$ cat src/verilog/wb_adder_pkg.sv
`default_nettype none

package wb_adder_pkg;

  // data word on the bus and on both streams
  typedef logic [31:0] word_t;

  // wishbone byte address
  typedef logic [31:0] addr_t;

  // one select bit per byte lane
  typedef logic [3:0] sel_t;

  // register map
  // writes to the operand register push one operand and reads return zero
  localparam addr_t ADDR_OPERAND = 32'h3000_0000;
  // reads of the result register pop the sum
  localparam addr_t ADDR_RESULT  = 32'h3000_0004;
  // read-only status register
  localparam addr_t ADDR_STATUS  = 32'h3000_0008;

  // status word bit positions
  // adder accepts an operand
  localparam int STAT_IN_RDY  = 0;
  // a sum is waiting
  localparam int STAT_OUT_VAL = 1;
  // first operand held
  localparam int STAT_HALF    = 2;

endpackage

`default_nettype wire
$ cat src/verilog/wb_adder_top.sv
`default_nettype none

module wb_adder_top (
  input  logic                clk,
  input  logic                i_rst_n,
  input  logic                i_wb_cyc,
  input  logic                i_wb_stb,
  input  logic                i_wb_we,
  input  wb_adder_pkg::sel_t  i_wb_sel,
  input  wb_adder_pkg::addr_t i_wb_adr,
  input  wb_adder_pkg::word_t i_wb_dat,
  output logic                o_wb_ack,
  output wb_adder_pkg::word_t o_wb_dat
);

  // bridge to adder
  logic                op_val;
  wb_adder_pkg::word_t op_data;
  logic                op_rdy;

  // adder to bridge
  logic                sum_val;
  wb_adder_pkg::word_t sum_data;
  logic                sum_rdy;
  logic                half;

  wb_stream_bridge bridge (
    .clk        (clk),
    .i_rst_n    (i_rst_n),
    .i_wb_cyc   (i_wb_cyc),
    .i_wb_stb   (i_wb_stb),
    .i_wb_we    (i_wb_we),
    .i_wb_sel   (i_wb_sel),
    .i_wb_adr   (i_wb_adr),
    .i_wb_dat   (i_wb_dat),
    .o_op_val   (op_val),
    .o_op_data  (op_data),
    .i_op_rdy   (op_rdy),
    .i_sum_val  (sum_val),
    .i_sum_data (sum_data),
    .o_sum_rdy  (sum_rdy),
    .i_half     (half),
    .o_wb_ack   (o_wb_ack),
    .o_wb_dat   (o_wb_dat)
  );

  stream_adder adder (
    .clk        (clk),
    .i_rst_n    (i_rst_n),
    .i_op_val   (op_val),
    .i_op_data  (op_data),
    .o_op_rdy   (op_rdy),
    .o_sum_val  (sum_val),
    .o_sum_data (sum_data),
    .i_sum_rdy  (sum_rdy),
    .o_half     (half)
  );

endmodule

`default_nettype wire

$ cat src/verilog/stream_adder.sv
`default_nettype none

module stream_adder (
  input  logic                clk,
  input  logic                i_rst_n,
  // operand stream in
  input  logic                i_op_val,
  input  wb_adder_pkg::word_t i_op_data,
  output logic                o_op_rdy,
  // sum stream out
  output logic                o_sum_val,
  output wb_adder_pkg::word_t o_sum_data,
  input  logic                i_sum_rdy,
  // first operand held
  output logic                o_half
);

  typedef enum logic [1:0] {
    S_EMPTY,
    S_HAVE_A,
    S_HAVE_SUM
  } state_e;

  state_e              state_q;
  wb_adder_pkg::word_t a_q;
  wb_adder_pkg::word_t sum_q;
  logic                op_xfer;
  logic                sum_xfer;

  assign op_xfer  = i_op_val && o_op_rdy;
  assign sum_xfer = o_sum_val && i_sum_rdy;

  always_ff @(posedge clk)
  begin
    if (!i_rst_n)
    begin
      state_q <= S_EMPTY;
    end
    else
    begin
      case (state_q)
        S_EMPTY:
        begin
          if (op_xfer)
            state_q <= S_HAVE_A;
        end
        S_HAVE_A:
        begin
          if (op_xfer)
            state_q <= S_HAVE_SUM;
        end
        S_HAVE_SUM:
        begin
          if (sum_xfer)
            state_q <= S_EMPTY;
        end
        default:
        begin
          state_q <= S_EMPTY;
        end
      endcase
    end
  end

  always_ff @(posedge clk)
  begin
    if (op_xfer && state_q == S_EMPTY)
    begin
      a_q <= i_op_data;
    end
    // carry out dropped so the sum wraps at 2^32
    if (op_xfer && state_q == S_HAVE_A)
    begin
      sum_q <= a_q + i_op_data;
    end
  end

  // no new operands while a sum waits
  assign o_op_rdy   = (state_q != S_HAVE_SUM);
  assign o_sum_val  = (state_q == S_HAVE_SUM);
  assign o_sum_data = sum_q;
  assign o_half     = (state_q == S_HAVE_A);

  a_rdy_excl: assert property (@(posedge clk) disable iff (!i_rst_n)
    !(o_op_rdy && o_sum_val));

  // sum stays put until popped
  a_sum_stable: assert property (@(posedge clk) disable iff (!i_rst_n)
    (o_sum_val && !i_sum_rdy) |=> (o_sum_val && $stable(o_sum_data)));

endmodule

`default_nettype wire

$ cat src/verilog/wb_stream_bridge.sv
`default_nettype none

module wb_stream_bridge (
  input  logic                clk,
  input  logic                i_rst_n,
  // wishbone classic slave
  input  logic                i_wb_cyc,
  input  logic                i_wb_stb,
  input  logic                i_wb_we,
  input  wb_adder_pkg::sel_t  i_wb_sel,
  input  wb_adder_pkg::addr_t i_wb_adr,
  input  wb_adder_pkg::word_t i_wb_dat,
  // operand stream to the adder
  output logic                o_op_val,
  output wb_adder_pkg::word_t o_op_data,
  input  logic                i_op_rdy,
  // sum stream from the adder
  input  logic                i_sum_val,
  input  wb_adder_pkg::word_t i_sum_data,
  output logic                o_sum_rdy,
  // adder holds a first operand
  input  logic                i_half,
  // bus response
  output logic                o_wb_ack,
  output wb_adder_pkg::word_t o_wb_dat
);

  typedef enum logic [1:0] {
    S_IDLE,
    S_PUSH,
    S_POP,
    S_ACK
  } state_e;

  state_e              state_q;
  wb_adder_pkg::word_t op_data_q;
  wb_adder_pkg::word_t rdata_q;
  wb_adder_pkg::word_t masked_dat;
  wb_adder_pkg::word_t status_word;
  logic                req;
  logic                hit_operand;
  logic                hit_result;
  logic                hit_status;

  // new access only sampled while idle
  assign req = i_wb_cyc && i_wb_stb && (state_q == S_IDLE);

  // full address decode
  assign hit_operand = (i_wb_adr == wb_adder_pkg::ADDR_OPERAND);
  assign hit_result  = (i_wb_adr == wb_adder_pkg::ADDR_RESULT);
  assign hit_status  = (i_wb_adr == wb_adder_pkg::ADDR_STATUS);

  // unselected byte lanes read as zero
  always_comb
  begin
    for (int i = 0; i < $bits(wb_adder_pkg::sel_t); i++)
    begin
      masked_dat[8*i +: 8] = i_wb_sel[i] ? i_wb_dat[8*i +: 8] : 8'h00;
    end
  end

  always_comb
  begin
    status_word = '0;
    status_word[wb_adder_pkg::STAT_IN_RDY]  = i_op_rdy;
    status_word[wb_adder_pkg::STAT_OUT_VAL] = i_sum_val;
    status_word[wb_adder_pkg::STAT_HALF]    = i_half;
  end

  always_ff @(posedge clk)
  begin
    if (!i_rst_n)
    begin
      state_q <= S_IDLE;
    end
    else
    begin
      case (state_q)
        S_IDLE:
        begin
          if (req)
          begin
            if (i_wb_we && hit_operand)
              state_q <= S_PUSH;
            else if (!i_wb_we && hit_result)
              state_q <= S_POP;
            else
              state_q <= S_ACK;
          end
        end
        // wait for the adder to take the operand
        S_PUSH:
        begin
          if (i_op_rdy)
            state_q <= S_ACK;
        end
        // wait for a sum
        S_POP:
        begin
          if (i_sum_val)
            state_q <= S_ACK;
        end
        S_ACK:
        begin
          state_q <= S_IDLE;
        end
        default:
        begin
          state_q <= S_IDLE;
        end
      endcase
    end
  end

  // operand and read data registers
  always_ff @(posedge clk)
  begin
    if (req && i_wb_we && hit_operand)
    begin
      op_data_q <= masked_dat;
    end
    if (req)
    begin
      if (!i_wb_we && hit_status)
        rdata_q <= status_word;
      else
        rdata_q <= '0;
    end
    else if (state_q == S_POP && i_sum_val)
    begin
      rdata_q <= i_sum_data;
    end
  end

  assign o_op_val  = (state_q == S_PUSH);
  assign o_op_data = op_data_q;
  assign o_sum_rdy = (state_q == S_POP);
  assign o_wb_ack  = (state_q == S_ACK);
  assign o_wb_dat  = rdata_q;

  // one ack per access and never back to back
  a_ack_single: assert property (@(posedge clk) disable iff (!i_rst_n)
    o_wb_ack |=> !o_wb_ack);

  // pushed operand held until the adder takes it
  a_op_stable: assert property (@(posedge clk) disable iff (!i_rst_n)
    (o_op_val && !i_op_rdy) |=> (o_op_val && $stable(o_op_data)));

endmodule

`default_nettype wire

$ cat config.mk
export PLATFORM = sky130hd
export DESIGN_NAME = wb_adder_top
export DESIGN_NICKNAME = d
export VERILOG_FILES = /design/src/verilog/wb_adder_pkg.sv /design/src/verilog/wb_adder_top.sv /design/src/verilog/stream_adder.sv /design/src/verilog/wb_stream_bridge.sv
export SDC_FILE = /design/constraint.sdc
export NUM_CORES = 1
export LEC_CHECK = 0
export BUFFER_PORTS_ARGS = -buffer_cell sky130_fd_sc_hd__buf_2
export CAP_MARGIN = 0
export CORE_UTILIZATION = 45
export DETAILED_ROUTE_END_ITERATION = 16
export PLACE_DENSITY_LB_ADDON = 0.1
export SYNTH_ARGS = -nofsm -noshare
export SYNTH_HDL_FRONTEND = slang
export SYNTH_SLANG_ARGS = --single-unit
$ cat constraint.sdc
create_clock -name clk -period 4 [get_ports clk]
set_input_delay 0.4 -clock clk [delete_from_list [all_inputs] [get_ports clk]]
set_output_delay 0.4 -clock clk [all_outputs]
set_load 0.02 [all_outputs]
### Yosys cells after proc, flatten, opt, wreduce, memory -nomap -nowiden

Index checks and enable logic that the tools add are counted.

| cells by class | value |
|---|---|
| add/sub/neg operators | 1 |
| eq/ne operators | 15 |
| mux-type cells | 13 |
| reduce and logical (&&, ||, !) cells | 17 |

Operators with widths:

| kind | count |
|---|---|
| equality test 32 x 30 -> 1 bit (second input constant) | 3 |
| 2-to-1 mux 32 bit | 2 |
| adder 32 bit | 1 |
| 2-to-1 mux 2 bit | 7 |
| logical AND 1 bit | 11 |
| != test 2 x 1 -> 1 bit (second input constant) | 4 |
| one-hot mux 2 bit (4 select lines) | 1 |
| equality test 2 bit (second input constant) | 3 |
| != test 2 bit (second input constant) | 3 |
| one-hot mux 2 bit (3 select lines) | 1 |
| AND reduction 3 bit | 2 |
| equality test 2 x 1 -> 1 bit (second input constant) | 2 |
| zero test 2 bit | 2 |
| 2-to-1 mux 3 bit | 1 |
| nonzero test 2 bit | 1 |
| zero test 1 bit | 1 |
| 2-to-1 mux 1 bit | 1 |

| storage, ports and cells | value |
|---|---|
| flip-flop bits (word level) | 132 |
| bits of input ports | 73 |
| output and inout port bits | 33 |
| logic and storage cells | 55 |

### Depth between registers and ports, before layout

Gate-level depths: netlist of the first run.

| logic depth | value |
|---|---|
| word-level depth | 6 |
| depth in mapped cells | 9 |
| depth with buffers taken out | 9 |

### Cells and area by module

From an unflattened synthesis of the first run, not the netlist that was laid out.

| second synthesis, totals | value |
|---|---|
| cell total of the unflattened synthesis | 490 |
| area total of the unflattened synthesis | 6433.7 um^2 |

Modules (own cells, without submodules):

| module | instances | cells an instance | area each (um^2) |
|---|---|---|---|
| stream_adder | 1 | 316 | 3763.6 |
| wb_stream_bridge | 1 | 174 | 2670.1 |

### Least setup slack after synthesis of the first run

Ideal clock, no wire load.

| timing | value |
|---|---|
| kind | register to register |
| start point | reg bridge.state_q[1] |
| end point | reg adder.a_q[0], enable pin |
| setup time | 0.468 ns |
| arrival | 3.019 ns |
| slack | 0.513 ns |
| stages on the path, launching flop included | 4 |
| period minus slack after synthesis | 3.487 ns |
| cell sequence | dfxtp_1 > inv_1 > ha_1 > nor3b_1 |

| between the ends | value |
|---|---|
| longest elaborated chain between the ends | 3 |

RTL lines:

| item | RTL line | text |
|---|---|---|
| from (decl) | wb_stream_bridge.sv:35 | `state_e state_q;` |
| from (signal assigned) | wb_stream_bridge.sv:74 | `state_q <= S_IDLE;` |
| from (signal assigned) | wb_stream_bridge.sv:84 | `state_q <= S_PUSH;` |
| from (signal assigned) | wb_stream_bridge.sv:86 | `state_q <= S_POP;` |
| equality test 2 x 1 -> 1 bit | wb_stream_bridge.sv:135 | `assign o_op_val = (state_q == S_PUSH);` |
| logical AND 1 bit | stream_adder.sv:30 | `assign op_xfer = i_op_val && o_op_rdy;` |
| logical AND 1 bit | stream_adder.sv:67 | `if (op_xfer && state_q == S_EMPTY)` |
| to (signal assigned) | stream_adder.sv:69 | `a_q <= i_op_data;` |
| to (decl) | stream_adder.sv:25 | `wb_adder_pkg::word_t a_q;` |

Every way passes these cells.
A chain may end at the register's enable or synchronous reset.

### Worst setup path in the final report of the first run

| timing | value |
|---|---|
| start point | reg adder.a_q[0] |
| end point | reg adder.sum_q[28], in the netlist adder.o_sum_data[28] (data pin) |

| between the ends | value |
|---|---|
| longest elaborated chain between the ends | 1 |

RTL lines:

| item | RTL line | text |
|---|---|---|
| adder 32 bit | stream_adder.sv:74 | `sum_q <= a_q + i_op_data;` |
| to (signal assigned) | stream_adder.sv:74 |  |
| to (decl) | stream_adder.sv:26 | `wb_adder_pkg::word_t sum_q;` |

Every way passes these cells.

==> qor.yml, run 1 <==
seqPwrFrac: 0.412
status: "complete, no violations"
synthTopCellsByCount: "128 x edfxtp_1, 64 x and2_1, 36 x ha_1, 32 x a21oi_1, 26 x nand2_1"
synth_ff_type: "edfxtp_1"
skew_ns: 0.00455
yosys-top-cells-area: "edfxtp_1 62%, ha_1 7.3%, and2_1 6.5%"
worstPathCellList: "ha_1, fa_1, a211oi_1, o211ai_1, a221o_1, a31o_4, a31oi_4, nor3_1, a311o_1"
core_area_mm2: 0.0133
arrival_ns: 3.10
yosysTopAreaCell: "edfxtp_1"
max_stage_delay_ns: 0.44
ios: 106
path_delay_family: "compound AO/OA/AOI/OAI gates"
synth_cell_types: 46
clockBufferDepth: 2
ys_warn_count: 0
cts_buffers: 17
die_height_um: 119
critPathCaptureType: "flop"
grt-ovfl-total: 0
path_buf_inv: 0
synth-edff-count: 128
grt_usage: 0.172
synth.most_common_cell: "edfxtp_1"
cts.htree.levels: 4
drt-total-wl_um: 11400
cp_slowest_cell: "fa_1"
cp_max_fo: 4
num-nets-final: 693
reg2reg_slack_ns: 1.05
start_util: 0.465
die-area_mm2: 0.0143
drive_above_1_share: 0.247
finalCritPeriodShare: 0.737
gp_congestion: 0.857
cts_tree: "done"
finalSetupViolCount: 0
post_cts_buffers: 0
antenna_found_initial: 0
worstSkewPairLatency_ns: 0.41
cts-root-buf: "clkbuf_16"
critPathRequiredTime_ns: 4.16
grt_pass1_wl_um: 18500
slew_viol_final: 0
vdd_drop_max_uv: 265
worst-slew-pin-transition_ns: 1.06
relSlewSlack: 0.293
hp-class: "in2reg"
pwr-share-clk: 0.357
min_period_ns: 2.95
synthCells: 459
critPathKind: "reg2reg"
port_buffers: 105
yosysSeqAreaShare: 0.632
p_leak_nw: 2.92
wl_per_cell_um: 14.8
startpoint_type: "flop"
p_int_mw: 3.23
synth_area_per_cell_um2: 13.5
clock-sinks: 132
switching_share: 0.279
path_clk_slew_ns: 0.06
cts_resized: 0
maxCapViolCount: 0
syn_nets: 569
final_hold_viol_count: 0
diodes: 0
async_reset_ff_frac: 0
grt_max_degree: 33
ant_nets: 0
std_cell_rows: 42
combPwrFrac: 0.231
die_w_um: 119
synth_top_area_frac: 0.619
worst_slack_ns: 1.05
n_fill_cell: 1109
p_switching_mw: 1.25
power_density_mw_per_mm2: 590
vias: 3974
netlist_area_mm2: 0.00621
grt_setup_unrepaired: "false"
drtIter0Drc: 239
fmax_ghz: 0.339
fin_setup_tns_ns: 0
grt_pass1_vias: 3822
dp_slack_ns: 1.07
drtPass1Iterations: 4
synth_seq_cells: 132
holdBufCountCts: 0
viasPerCell: 5.15
area_delta_synth_final_pct: 22.3
hpwl_um: 8310
drc: 0
through the flow:
| step | utilization | instances | power (mW) | area (µm²) | hold WS, ns |
|---|---|---|---|---|---|
| 2_1_floorplan | - | 459 | 2.62 | 6210 | 0.431 |
| 3_3_place_gp | 0.523 | 740 | 2.89 | 6980 | 0.436 |
| 3_5_place_dp | 0.523 | 740 | 2.91 | 6980 | 0.445 |
| 4_1_cts | 0.569 | 772 | 4.51 | 7590 | 0.235 |
| 5_1_grt | 0.569 | 772 | 4.70 | 7590 | 0.246 |
| 6_report | 0.569 | 772 | 4.48 | 7590 | 0.253 |
metal layers:
layer  share of wire  GRT usage  up-vias
li1                -          -     1992
met1            0.49      0.237     1852
met2            0.45      0.259      119
met3           0.049     0.0402       11
met4           0.014     0.0805        0
met5               0          0        -
logic make-up (layout without fill, tap and decap cells):
| group | Yosys count | in the layout | synth area share |
|---|---|---|---|
| xor gates and xnor gates | 31 | 31 | 0.0437 |
| muxes | 2 | 2 | 0.00323 |
| adders and majority gates | 37 | 37 | 0.0758 |
| buffers and inverters | 11 | 148 | 0.00665 |
| AOI/OAI and AO/OA | 101 | 101 | 0.111 |
| DFF | 132 | 132 | 0.632 |
| and+or+nand+nor | 145 | 145 | 0.127 |
cell type report:
type | count | area, µm² | area share
clock buffers | 18 | 429 | 0.0565
clock inverters | 14 | 185 | 0.0244
inverters | 6 | 22.5 | 0.00297
multi-input cells | 316 | 2250 | 0.296
flip-flops and latches | 132 | 3920 | 0.517
well taps | 176 | 220 | 0.0290
repair buffers | 110 | 563 | 0.0742
path summary, 6_finish.rpt:
check	depth (start not counted)	endpoint	start
worst max-delay path	9	adder.o_sum_data[28]	adder.a_q[0]
worst min-delay path	2	bridge.state_q[1]	i_rst_n
worst max register to register	9	adder.o_sum_data[28]	adder.a_q[0]
worst min register to register	0	adder.a_q[4]	bridge.o_op_data[4]
flip-flops by register name, summed over array words and instances (netlist names):
| name | flops |
|---|---|
| bridge.state_q | 2 |
| bridge.o_op_data | 32 |
| adder.a_q | 32 |
| adder.state_q | 2 |
| adder.o_sum_data | 32 |
| bridge.o_wb_dat | 32 |
power groups by stage:
stage	logic [mW]	registers (mW)	clock network (mW)
global route	1.15	1.87	1.68
global placement	1.02	1.87	0
finish	1.03	1.85	1.60
detailed placement	1.03	1.88	0
CTS	1.04	1.85	1.63
floorplan	0.695	1.93	0
cells in the final DEF, fill, tap and decap left out, drive strengths merged, types with 16 or more instances in the layout:
master / instances
ha: 36
nand2: 26
o21ai: 16
buf: 110
edfxtp: 128
clkbuf: 18
nor2: 20
and2: 64
xnor2: 17
a21oi: 32
Note: power is estimated with default switching activity, not from simulation.
==> run 2, diff against run 1 <==
--- a/config.mk
+++ b/config.mk
@@ -5,6 +5,7 @@
 export SDC_FILE = /design/constraint.sdc
 export NUM_CORES = 1
 export LEC_CHECK = 0
+export ABC_AREA = 1
 export BUFFER_PORTS_ARGS = -buffer_cell sky130_fd_sc_hd__buf_2
 export CAP_MARGIN = 0
 export CORE_UTILIZATION = 45
==> constraint.sdc (replaced) <==
create_clock -name clk -period 2.54 [get_ports clk]
set_input_delay 0.254 -clock clk [delete_from_list [all_inputs] [get_ports clk]]
set_output_delay 0.254 -clock clk [all_outputs]
set_load 0.02 [all_outputs]
==> run 2 against run 1 <==
Net effect:
- maximum frequency grew 47%
- final area grew 15%
- die area grew 17%
- clock-buffer cell count is the same
- combinational power grew 79%
- first-iteration DRC count shrank 0.84%
- largest cell class unchanged
==> qor.yml, run 2 <==
maxCapViolCount: 0
diodes: 0
fmax_ghz: 0.500
wl_per_cell_um: 10.8
area_delta_synth_final_pct: 19.1
grt_usage: 0.171
synthTopCellsByCount: "313 x nand2_1, 197 x inv_1, 128 x edfxtp_1, 67 x nor2_1, 36 x ha_1"
drc: 0
skew_ns: 0.00851
grt-ovfl-total: 0
yosysSeqAreaShare: 0.537
start_util: 0.460
ys_warn_count: 0
syn_nets: 981
synth_seq_cells: 132
power_density_mw_per_mm2: 808
critPathKind: "reg2reg"
worst-path-stages: 10
cp_slowest_cell: "fa_1"
endpoint: "adder.o_sum_data[28]"
grt_max_degree: 33
synth_top_area_frac: 0.526
synth-edff-count: 128
max_stage_delay_ns: 0.43
finalCritPeriodShare: 0.788
seqCellArea_mm2: 0.00392
final_common_cell: "nand2_1"
reg2reg_from: "bridge.o_op_data[0]"
cts_buffers: 17
reg2reg_to: "adder.o_sum_data[28]"
path_buf_inv: 0
worst-slew-pin-transition_ns: 0.425
die_w_um: 129
netlist_area_mm2: 0.00731
path_clk_slew_ns: 0.06
cts_tree: "done"
drive_above_1_share: 0.170
multi_input_comb_area_mm2: 0.00260
vdd_drop_max_uv: 443
synthCells: 871
std_cell_rows: 46
arrival_ns: 2.17
cts.htree.levels: 4
yosys-top-cells-area: "edfxtp_1 53%, nand2_1 16%, inv_1 10%"
viasPerCell: 4.34
min_period_ns: 2.00
async_reset_ff_frac: 0
vias: 5306
ios: 106
grt_pass1_wl_um: 21700
hpwl_um: 10500
relSlewSlack: 0.717
slew_viol_final: 0
worstSkewPairLatency_ns: 0.41
p_leak_nw: 4.56
drtPass1Iterations: 5
antenna_found_initial: 0
grt_pass1_vias: 4716
clockBufferDepth: 2
port_buffers: 105
drt-total-wl_um: 13300
fin_setup_tns_ns: 0
reg2reg_slack_ns: 0.54
reg2reg_depth: 10
worstPathCellList: "ha_1, fa_1, nand3_1, nand3_1, nand3_1, nand3_2, nand2_1, nand2_1, nand2_1, nand2_1"
yosysTopAreaCell: "edfxtp_1"
gp_congestion: 0.872
n_fill_cell: 1545
critPathCaptureType: "flop"
die-area_mm2: 0.0168
die_height_um: 129
final_cell_mix: "313 x nand2_1, 197 x inv_1, 128 x edfxtp_1, 105 x buf_2, 66 x nor2_1"
holdBufCountCts: 0
cts-root-buf: "clkbuf_16"
synth_area_per_cell_um2: 8.39
crit_top_cell: "nand2_1"
clock-sinks: 132
post_cts_buffers: 0
core_area_mm2: 0.0159
cp_max_fo: 3
ant_nets: 0
synth_ff_type: "edfxtp_1"
finalSetupViolCount: 0
num-nets-final: 1103
grt_setup_unrepaired: "false"
crit_start: "bridge.o_op_data[0]"
path_delay_family: "simple AND/OR/NAND/NOR gates"
hp-class: "in2reg"
critPathRequiredTime_ns: 2.71
final_cells: 1222
dp.cells: 1190
cts_resized: 0
synth.most_common_cell: "nand2_1"
status: "complete, no violations"
drtIter0Drc: 237
synth_cell_types: 25
startpoint_type: "flop"
final_hold_viol_count: 0
run 2: changes by cell type after synthesis, sizes merged, moves of 10 or more:
cell and delta:
o21ai -10, nor2 +49, inv +197, xnor2 -16, and2 -63, nand3 +24, nand2 +301
run 2: area by class of cell:
type | count | share of cell area
well taps | 216 | 0.0311
multi-input cells | 529 | 0.299
clock inverters | 14 | 0.0158
inverters | 203 | 0.0876
clock buffers | 18 | 0.0493
flip-flops and latches | 132 | 0.451
repair buffers | 110 | 0.0661
run 2: worst min-delay path by stage:
stage | end | slack (ns) | from | depth (start not counted)
4_1_cts | bridge.o_op_data[22] | 0.07 | i_wb_dat[22] | 3
5_1_grt | bridge.o_op_data[30] | 0.08 | i_wb_dat[30] | 3
3_5_place_dp | adder.a_q[30] | 0.44 | bridge.o_op_data[30] | 0
6_report | bridge.o_op_data[22] | 0.09 | i_wb_dat[22] | 3
3_3_place_gp | adder.a_q[30] | 0.44 | bridge.o_op_data[30] | 0
2_1_floorplan | adder.state_q[0] | 0.39 | i_rst_n | 2
run 2: metrics by stage:
step | hold WS [ns] | worst slack [ns] | instance area, µm² | util | total power, mW
final | 0.0892 | 0.540 | 8700 | 0.548 | 7.03
after global routing | 0.0777 | 0.351 | 8700 | 0.548 | 7.50
after CTS | 0.0689 | 0.520 | 8700 | 0.548 | 7.11
after detailed placement | 0.441 | 0.527 | 8130 | 0.512 | 4.78
after global placement | 0.439 | 0.562 | 8130 | 0.512 | 4.76
after floorplan | 0.386 | 0.0853 | 7310 | - | 4.28
run 2: cell families (layout without fill, tap and decap cells):
kind of cell    after synthesis  in the layout  synth area share
compound gates               35             35            0.0262
xor+xnor                     16             16            0.0192
fa+ha+maj                    37             37            0.0644
buf+inv                     210            345             0.108
flops                       132            132             0.537
simple gates                441            441             0.246
run 2: power breakdown:
group	internal, mW	switching, mW	leakage, nW
combinational	0.607	1.24	3.08
clock	1.43	0.867	0.275
sequential	2.80	0.0809	1.20
total	4.84	2.19	4.56
run 2: worst min-delay path, stage by stage:
cell and delay, ns:
buf_2 0.07, nand2_1 0.04, inv_1 0.04
run 2: routing by layer:
metal	up-vias	global-route usage	wire length [µm]
li1	2912	-	-
met1	2252	0.232	6690
met2	132	0.264	5680
met3	10	0.0500	768
met4	0	0.0575	123
met5	-	0	0
